[src/logic/dp_pkg.sv]
`default_nettype none

package dp_pkg;

    // --------------------
    // Field widths

    localparam int WORD_W = 16;                 // Data word
    localparam int OP_W   = 4;                  // Opcode field
    localparam int D_W    = 8;                  // Destination field
    localparam int SRC_W  = 6;                  // Source address field

    // --------------------
    // Opcodes

    // Codes 7 to 15 are not listed and act as NOP
    typedef enum logic [OP_W-1:0] {
        NOP    = 4'd0,
        ADD    = 4'd1,
        SUB    = 4'd2,                          // A minus B, wraps
        AND    = 4'd3,
        OR     = 4'd4,
        XOR    = 4'd5,
        PASS_A = 4'd6
    } op_e;

    // --------------------
    // Structs between blocks

    typedef struct packed {
        logic [OP_W-1:0]  op;
        logic [D_W-1:0]   d;
        logic [SRC_W-1:0] a;
        logic [SRC_W-1:0] b;
    } instr_t;                                  // 24 bits

    typedef struct packed {
        logic rd_has_data;                      // Read port holds a word
        logic wr_has_space;                     // Write port can take a word
    } io_status_t;

    typedef struct packed {
        logic             write_a;              // RAM write into bank A
        logic             write_b;              // RAM write into bank B
        logic             io_wr_a;
        logic             io_wr_b;
        logic [SRC_W-1:0] ram_addr;             // Bank-local offset
    } dest_t;

    typedef struct packed {
        logic [OP_W-1:0] op;                    // NOP when annulled
        logic [D_W-1:0]  d;
        dest_t           dest;
        logic            a_from_io;
        logic            b_from_io;
    } issue_t;

    typedef struct packed {
        logic              valid;
        logic [D_W-1:0]    d;
        logic [WORD_W-1:0] value;
    } result_t;

endpackage

`default_nettype wire

[src/logic/issue_gate.sv]
`default_nettype none

module issue_gate #(
    parameter int BANK_DEPTH   = 48,
    parameter int IO_PORT_ADDR = 48,
    parameter int B_WRITE_BASE = 64
) (
    input  wire dp_pkg::instr_t     instr,
    input  wire                     cancel,
    input  wire dp_pkg::io_status_t io_stat_a,
    input  wire dp_pkg::io_status_t io_stat_b,

    output logic                    io_ready,
    output logic                    io_rden_a,
    output logic                    io_rden_b,
    output dp_pkg::issue_t          issue,
    output logic [dp_pkg::SRC_W-1:0] rd_addr_a,
    output logic [dp_pkg::SRC_W-1:0] rd_addr_b
);

    localparam int                     WIN     = 2 ** dp_pkg::SRC_W;  // Window width
    localparam logic [dp_pkg::D_W-1:0] B_BASE  = B_WRITE_BASE[dp_pkg::D_W-1:0];
    localparam logic [dp_pkg::SRC_W-1:0] IO_ADDR = IO_PORT_ADDR[dp_pkg::SRC_W-1:0];

    logic                     a_is_io;
    logic                     b_is_io;
    logic                     in_win_a;
    logic                     in_win_b;
    logic [dp_pkg::D_W-1:0]   b_rel;
    logic [dp_pkg::SRC_W-1:0] offset;
    logic                     hit_ram;
    logic                     hit_io;
    dp_pkg::dest_t            dest_raw;

    // --------------------
    // Source and destination decode

    assign a_is_io = (instr.a == IO_ADDR);
    assign b_is_io = (instr.b == IO_ADDR);

    assign b_rel    = instr.d - B_BASE;
    assign in_win_a = (instr.d < WIN);
    assign in_win_b = !in_win_a && (instr.d >= B_BASE) && (b_rel < WIN);  // A wins on overlap
    assign offset   = in_win_b ? b_rel[dp_pkg::SRC_W-1:0] : instr.d[dp_pkg::SRC_W-1:0];

    assign hit_ram = (offset < BANK_DEPTH);
    assign hit_io  = (offset == IO_ADDR);

    always_comb begin
        dest_raw          = '0;                 // Outside both windows is discarded
        dest_raw.write_a  = in_win_a && hit_ram;
        dest_raw.write_b  = in_win_b && hit_ram;
        dest_raw.io_wr_a  = in_win_a && hit_io;
        dest_raw.io_wr_b  = in_win_b && hit_io;
        dest_raw.ram_addr = offset;
    end

    // --------------------
    // Readiness and annul

    assign io_ready = !cancel
                    && (!a_is_io || io_stat_a.rd_has_data)
                    && (!b_is_io || io_stat_b.rd_has_data)
                    && (!dest_raw.io_wr_a || io_stat_a.wr_has_space)
                    && (!dest_raw.io_wr_b || io_stat_b.wr_has_space);

    assign io_rden_a = io_ready && a_is_io;     // Pop only on a real issue
    assign io_rden_b = io_ready && b_is_io;

    always_comb begin
        issue.d = instr.d;
        if (io_ready) begin
            issue.op        = instr.op;
            issue.dest      = dest_raw;
            issue.a_from_io = a_is_io;
            issue.b_from_io = b_is_io;
        end else begin
            issue.op        = dp_pkg::NOP;      // No side effect downstream
            issue.dest      = '0;
            issue.a_from_io = 1'b0;
            issue.b_from_io = 1'b0;
        end
    end

    assign rd_addr_a = instr.a;
    assign rd_addr_b = instr.b;

endmodule

`default_nettype wire

[src/logic/operand_bank.sv]
`default_nettype none

module operand_bank #(
    parameter int BANK_DEPTH   = 48,
    parameter int IO_PORT_ADDR = 48
) (
    input  wire                       clock,
    input  wire                       arst_n,

    input  wire [dp_pkg::SRC_W-1:0]   rd_addr,
    input  wire                       rd_from_io,
    input  wire [dp_pkg::WORD_W-1:0]  io_in,

    input  wire                       wr_en,
    input  wire [dp_pkg::SRC_W-1:0]   wr_addr,
    input  wire [dp_pkg::WORD_W-1:0]  wr_data,

    output logic [dp_pkg::WORD_W-1:0] rd_data
);

    localparam logic [dp_pkg::SRC_W-1:0] IO_ADDR = IO_PORT_ADDR[dp_pkg::SRC_W-1:0];

    logic [dp_pkg::WORD_W-1:0] mem [BANK_DEPTH];
    logic                      rd_is_ram;

    // --------------------
    // Word array

    always_ff @(posedge clock or negedge arst_n) begin
        if (!arst_n) begin
            for (int i = 0; i < BANK_DEPTH; i++) begin
                mem[i] <= '0;                   // Banks start cleared
            end
        end else if (wr_en && (wr_addr < BANK_DEPTH)) begin
            mem[wr_addr] <= wr_data;
        end
    end

    // --------------------
    // Registered read

    // IO_ADDR sits above the RAM, so an unflagged access to it reads zero
    assign rd_is_ram = (rd_addr < BANK_DEPTH) && (rd_addr != IO_ADDR);

    always_ff @(posedge clock) begin
        if (rd_from_io) begin
            rd_data <= io_in;                   // Word on the I/O read port
        end else if (rd_is_ram) begin
            rd_data <= mem[rd_addr];            // Old value on a same-edge write
        end else begin
            rd_data <= '0;                      // Unmapped
        end
    end

endmodule

`default_nettype wire

[src/logic/alu_stage.sv]
`default_nettype none

module alu_stage (
    input  wire                       clock,
    input  wire                       arst_n,

    input  wire dp_pkg::issue_t       issue,
    input  wire [dp_pkg::WORD_W-1:0]  opnd_a,
    input  wire [dp_pkg::WORD_W-1:0]  opnd_b,

    output dp_pkg::result_t           res,
    output dp_pkg::dest_t             dest
);

    logic [dp_pkg::OP_W-1:0]   op_q;
    logic [dp_pkg::D_W-1:0]    d_q;
    dp_pkg::dest_t             dest_q;
    logic                      valid;
    logic [dp_pkg::WORD_W-1:0] value;

    // --------------------
    // Hold while operands are read

    always_ff @(posedge clock or negedge arst_n) begin
        if (!arst_n) begin
            op_q   <= dp_pkg::NOP;
            d_q    <= '0;
            dest_q <= '0;
        end else begin
            op_q   <= issue.op;
            d_q    <= issue.d;
            dest_q <= issue.dest;
        end
    end

    // --------------------
    // Operation

    always_comb begin
        valid = 1'b1;
        value = '0;
        case (op_q)
            dp_pkg::ADD:    value = opnd_a + opnd_b;
            dp_pkg::SUB:    value = opnd_a - opnd_b;    // Modulo 2^16
            dp_pkg::AND:    value = opnd_a & opnd_b;
            dp_pkg::OR:     value = opnd_a | opnd_b;
            dp_pkg::XOR:    value = opnd_a ^ opnd_b;
            dp_pkg::PASS_A: value = opnd_a;
            default:        valid = 1'b0;               // NOP and codes 7 to 15
        endcase
    end

    // --------------------
    // Result register

    always_ff @(posedge clock or negedge arst_n) begin
        if (!arst_n) begin
            res  <= '0;
            dest <= '0;
        end else begin
            res.valid <= valid;
            res.d     <= d_q;
            res.value <= value;
            dest      <= dest_q;
        end
    end

endmodule

`default_nettype wire

[src/logic/writeback.sv]
`default_nettype none

module writeback (
    input  wire                       clock,
    input  wire                       arst_n,

    input  wire dp_pkg::result_t      res,
    input  wire dp_pkg::dest_t        dest,

    output logic                      wr_en_a,
    output logic                      wr_en_b,
    output logic [dp_pkg::SRC_W-1:0]  wr_addr,
    output logic [dp_pkg::WORD_W-1:0] wr_data,

    output logic                      io_wren_a,
    output logic                      io_wren_b,
    output logic [dp_pkg::WORD_W-1:0] io_out_a,
    output logic [dp_pkg::WORD_W-1:0] io_out_b,

    output dp_pkg::result_t           result
);

    logic io_hit_a;
    logic io_hit_b;

    // --------------------
    // Bank RAM writes

    assign wr_en_a = res.valid && dest.write_a;         // Commits at the next edge
    assign wr_en_b = res.valid && dest.write_b;
    assign wr_addr = dest.ram_addr;                     // Shared by both banks
    assign wr_data = res.value;

    // --------------------
    // I/O writes and result

    assign io_hit_a = res.valid && dest.io_wr_a;
    assign io_hit_b = res.valid && dest.io_wr_b;

    always_ff @(posedge clock or negedge arst_n) begin
        if (!arst_n) begin
            io_wren_a <= 1'b0;
            io_wren_b <= 1'b0;
            io_out_a  <= '0;
            io_out_b  <= '0;
            result    <= '0;
        end else begin
            io_wren_a <= io_hit_a;                      // One-cycle pulse
            io_wren_b <= io_hit_b;
            if (io_hit_a) begin
                io_out_a <= res.value;                  // Held until the next write
            end
            if (io_hit_b) begin
                io_out_b <= res.value;
            end
            result <= res;                              // Valid even when discarded
        end
    end

endmodule

`default_nettype wire

[src/logic/dp_top.sv]
`default_nettype none

module dp_top #(
    parameter int BANK_DEPTH   = 48,
    parameter int IO_PORT_ADDR = 48,
    parameter int B_WRITE_BASE = 64
) (
    input  wire                        clock,
    input  wire                        arst_n,

    input  wire dp_pkg::instr_t        instr,
    input  wire                        cancel,
    output logic                       io_ready,

    input  wire dp_pkg::io_status_t    io_stat_a,
    input  wire dp_pkg::io_status_t    io_stat_b,
    input  wire [dp_pkg::WORD_W-1:0]   io_in_a,
    input  wire [dp_pkg::WORD_W-1:0]   io_in_b,
    output logic                       io_rden_a,
    output logic                       io_rden_b,

    output logic                       io_wren_a,
    output logic                       io_wren_b,
    output logic [dp_pkg::WORD_W-1:0]  io_out_a,
    output logic [dp_pkg::WORD_W-1:0]  io_out_b,

    output dp_pkg::result_t            result
);

    dp_pkg::issue_t            issue;
    logic [dp_pkg::SRC_W-1:0]  rd_addr_a;
    logic [dp_pkg::SRC_W-1:0]  rd_addr_b;
    logic [dp_pkg::WORD_W-1:0] opnd_a;
    logic [dp_pkg::WORD_W-1:0] opnd_b;
    dp_pkg::result_t           alu_res;
    dp_pkg::dest_t             alu_dest;
    logic                      wr_en_a;
    logic                      wr_en_b;
    logic [dp_pkg::SRC_W-1:0]  wr_addr;
    logic [dp_pkg::WORD_W-1:0] wr_data;

    // --------------------
    // Cycle 0

    issue_gate #(
        .BANK_DEPTH   (BANK_DEPTH),
        .IO_PORT_ADDR (IO_PORT_ADDR),
        .B_WRITE_BASE (B_WRITE_BASE)
    ) issue_gate_i (
        .instr        (instr),
        .cancel       (cancel),
        .io_stat_a    (io_stat_a),
        .io_stat_b    (io_stat_b),
        .io_ready     (io_ready),
        .io_rden_a    (io_rden_a),
        .io_rden_b    (io_rden_b),
        .issue        (issue),
        .rd_addr_a    (rd_addr_a),
        .rd_addr_b    (rd_addr_b)
    );

    // --------------------
    // Operand banks, read at E0 and written at E2

    operand_bank #(
        .BANK_DEPTH   (BANK_DEPTH),
        .IO_PORT_ADDR (IO_PORT_ADDR)
    ) bank_a_i (
        .clock        (clock),
        .arst_n       (arst_n),
        .rd_addr      (rd_addr_a),
        .rd_from_io   (issue.a_from_io),
        .io_in        (io_in_a),
        .wr_en        (wr_en_a),
        .wr_addr      (wr_addr),
        .wr_data      (wr_data),
        .rd_data      (opnd_a)
    );

    operand_bank #(
        .BANK_DEPTH   (BANK_DEPTH),
        .IO_PORT_ADDR (IO_PORT_ADDR)
    ) bank_b_i (
        .clock        (clock),
        .arst_n       (arst_n),
        .rd_addr      (rd_addr_b),
        .rd_from_io   (issue.b_from_io),
        .io_in        (io_in_b),
        .wr_en        (wr_en_b),
        .wr_addr      (wr_addr),
        .wr_data      (wr_data),
        .rd_data      (opnd_b)
    );

    // --------------------
    // ALU, result at E1

    alu_stage alu_stage_i (
        .clock        (clock),
        .arst_n       (arst_n),
        .issue        (issue),
        .opnd_a       (opnd_a),
        .opnd_b       (opnd_b),
        .res          (alu_res),
        .dest         (alu_dest)
    );

    // --------------------
    // Writeback, outputs in cycle 3

    writeback writeback_i (
        .clock        (clock),
        .arst_n       (arst_n),
        .res          (alu_res),
        .dest         (alu_dest),
        .wr_en_a      (wr_en_a),
        .wr_en_b      (wr_en_b),
        .wr_addr      (wr_addr),
        .wr_data      (wr_data),
        .io_wren_a    (io_wren_a),
        .io_wren_b    (io_wren_b),
        .io_out_a     (io_out_a),
        .io_out_b     (io_out_b),
        .result       (result)
    );

endmodule

`default_nettype wire

[config.mk]
export PLATFORM = sky130hd
export DESIGN_NAME = dp_top
export DESIGN_NICKNAME = d
export VERILOG_FILES = /design/src/logic/dp_pkg.sv /design/src/logic/issue_gate.sv /design/src/logic/operand_bank.sv /design/src/logic/alu_stage.sv /design/src/logic/writeback.sv /design/src/logic/dp_top.sv
export SDC_FILE = /design/constraint.sdc
export NUM_CORES = 2
export LEC_CHECK = 0
export BUFFER_PORTS_ARGS = -buffer_cell sky130_fd_sc_hd__buf_2
export CAP_MARGIN = 20
export CORE_ASPECT_RATIO = 1.4
export CORE_MARGIN = 3
export CORE_UTILIZATION = 40
export CTS_BUF_LIST = sky130_fd_sc_hd__clkbuf_4 sky130_fd_sc_hd__clkbuf_8
export CTS_CLUSTER_SIZE = 20
export DETAILED_ROUTE_END_ITERATION = 6
export PLACE_DENSITY = 0.55
export REMOVE_ABC_BUFFERS = 1
export SYNTH_ARGS = -nofsm -noshare
export SYNTH_HDL_FRONTEND = slang
export SYNTH_SLANG_ARGS = --single-unit
[constraint.sdc]
create_clock -name clock -period 3.7 [get_ports clock]
set_clock_uncertainty 0.05 [all_clocks]
set_input_delay 0.74 -clock clock [delete_from_list [all_inputs] [get_ports clock]]
set_output_delay 0.74 -clock clock [all_outputs]
set_load 0.02 [all_outputs]
==> flow_summary.json <==
{
  "grt_pass1_vias": 47100,
  "dr.first_iter.drc_count": 2575,
  "slew_headroom": 0.242,
  "place_area_um2": 80400,
  "max_freq_mhz": 283,
  "rows": 188,
  "fin_cells": 7694,
  "place_inst": 7172,
  "hp-start": "instr[17]",
  "fin_crit_sh": 0.956,
  "worstPathArrival_ns": 2.75,
  "fillers": 16600,
  "synth_warnings": 0,
  "viasPerCell": 5.63,
  "clk_path_buf_depth": 4,
  "io_buffers": 124,
  "antenna_found_initial": 9,
  "grt_max_degree": 126,
  "clk_latency_ns": 0.99,
  "nNetsFinal": 5136,
  "r2r-start": "bank_b_i.rd_data[3]",
  "outcome": "finished clean",
  "overflow": 0,
  "finalPower_uw": 38600,
  "ys.flop_type": "dfrtp_1",
  "design_area_um2": 86700,
  "core_area_um2": 188000,
  "utilization": 0.461,
  "htreeDepth": 5,
  "maxCapViolations": 0,
  "synth_top_cell_by_area": "dfrtp_1",
  "die_x_um": 375,
  "crit_path_start": "instr[12]",
  "netlist_area_um2": 76100,
  "yosysSeqAreaShare": 0.552,
  "synth_edf_count": 0,
  "setup_viol": 0,
  "root_buffer": "clkbuf_8",
  "slew_violations": 0,
  "hold_ws_ns": 0.127,
  "grt_pass1_wl_um": 324000,
  "p_per_area_nw_per_um2": 445,
  "start_util": 0.404,
  "min_period_ns": 3.54,
  "ios": 125,
  "crit_type": "in -> out",
  "first_pass_iters": 5,
  "dp_hpwl_um": 133000,
  "hold_violations": 0,
  "grt_usage": 0.225,
  "ant_nets": 0,
  "cts_made_buffers": 285,
  "drc_errors": 0,
  "async_flop_share": 0.981,
  "critPathCaptureType": "primary output",
  "syn_inst": 4773,
  "place.gp.congestion": 0.829,
  "worst_pin_slew_ns": 1.14,
  "hold_path_class": "in -> reg",
  "start_kind": "input port",
  "syn_to_final_growth_pct": 13.9,
  "post_cts_buffers": 0,
  "dieArea_um2": 196000,
  "synth.distinct_cells": 63,
  "crit_fanout": 3,
  "wl_um": 218000,
  "synth_area_leaders": "dfrtp_1 54%, mux2_2 23%, mux4_2 14%, clkbuf_1 1.3%, dfxtp_1 0.84%",
  "vias": 43400,
  "required_ns": 2.91,
  "rsz0062_at_grt": "false",
  "fp.dieH_um": 522,
  "clk_pin_slew_ns": 0.06,
  "drive_above_1_share": 0.574,
  "syn_avg_cell_area_um2": 15.9,
  "tritoncts": "done",
  "wire_per_inst_um": 28.4,
  "clock-sinks": 1684,
  "peakVddDrop_mv": 0.357,
  "synth_seq_cells": 1684,
  "yosysTopAreaCellShare": 0.543,
  "leakage_uw": 0.0416
}
-- worst max-delay path, cell delays in order --
cell	delay [ns]
buf_2	0.13
nor4_4	0.31
buf_4	0.19
nand3_1	0.12
a2111oi_1	0.39
buf_4	0.17
or2_2	0.22
or4b_1	0.18
inv_1	0.11
buf_2	0.18
-- timing repair --
| item | CTS | global route |
|---|---|---|
| endpoints found under the hold margin | 76 | 0 |
| gates resized for setup | 0 | 3 |
| endpoints found under the setup margin | 0 | 2 |
| hold buffers | 32 | 0 |
-- placed cells by master (no fill, tap or decap), types with 48 or more instances in the layout --
cell,synthesis,layout
clkbuf_8,0,354
dfrtp_1,1652,1636
inv_1,76,76
ha_1,48,48
nor2_2,32,62
nand2_1,62,62
buf_4,13,193
mux2_2,1570,1570
clkbuf_4,0,104
mux4_2,469,469
buf_2,125,116
-- through the flow --
stage | TNS, ns | setup slack [ns]
after floorplan | 0 | 0.534
after global placement | -0.00890 | -0.00890
after detailed placement | 0 | 0.102
after CTS | 0 | 0.0768
after global routing | 0 | 0.00578
final | 0 | 0.164
-- where the power goes --
group	switching [uW]	internal [uW]
sequential	534	18600
clock	7460	9750
combinational	1410	773
-- final timing paths --
kind,end,slack (ns),cells past startpoint
worst max register to register,alu_stage_i.res[15],0.24,13
worst max-delay path,io_rden_b,0.16,10
worst min register to register,alu_stage_i.dest[5],0.27,0
max in group asynchronous,bank_b_i.mem[447],2.08,3
min in group asynchronous,bank_b_i.mem[688],0.29,2
worst min-delay path,alu_stage_i.dest_q[5],0.13,2
-- cell families after synthesis --
logic type / after synthesis / synth area share
AOI/OAI and AO/OA: 185 / 0.0163
xor gates and xnor gates: 24 / 0.00276
adders and majority gates: 49 / 0.00816
buffers and inverters: 505 / 0.0287
DFF: 1684 / 0.552
muxes: 2052 / 0.373
and+or+nand+nor: 274 / 0.0195
-- cells in the mapped netlist (4+ instances only) --
master / count
a211oi_1: 8
a21oi_1: 43
a221oi_1: 5
a22oi_1: 36
a31oi_1: 6
and2_1: 11
and3_1: 4
buf_1: 13
buf_2: 125
buf_4: 13
buf_6: 11
clkbuf_1: 267
dfrtp_1: 1652
dfxtp_1: 32
ha_1: 48
inv_1: 76
mux2_2: 1570
mux2i_1: 13
mux4_2: 469
nand2_1: 62
nand2_2: 16
nand3_1: 7
nand3b_1: 4
nand4_2: 4
nor2_1: 62
nor2_2: 32
nor2b_1: 25
nor3_1: 9
nor3b_1: 5
nor4b_1: 4
o211ai_1: 10
o21a_1: 4
o21ai_0: 33
o221ai_1: 16
or3_1: 4
xnor2_1: 18
xor2_1: 6
-- state kept, by name (all words and copies together) (netlist names) --
signal	cells
alu_stage_i.op_q	4
bank_b_i.mem	768
writeback_i.io_out_a	16
writeback_i.io_wren_b	1
alu_stage_i.d_q	8
alu_stage_i.dest	10
writeback_i.result	25
bank_a_i.mem	768
bank_a_i.rd_data	16
writeback_i.io_out_b	16
alu_stage_i.res	25
bank_b_i.rd_data	16
alu_stage_i.dest_q	10
writeback_i.io_wren_a	1
-- routing by layer --
metal	GRT usage	wire, um	up-vias
met2	0.375	107000	939
met4	0.0881	8410	0
met3	0.0355	8860	365
met1	0.296	94100	23800
met5	0	0	-
li1	-	-	18200
-- final cells by class --
class,count,area (um2),share of cell area
timing repair buffer,393,3340,0.0386
inverter,76,285,0.00329
sequential,1684,42000,0.485
antenna,5,12.5,0.000144
clock inverter,25,195,0.00225
tap,2470,3090,0.0357
multi-input combinational,2584,32100,0.370
clock buffer,457,5650,0.0651
No activity file was read; power rests on OpenSTA's default activity.
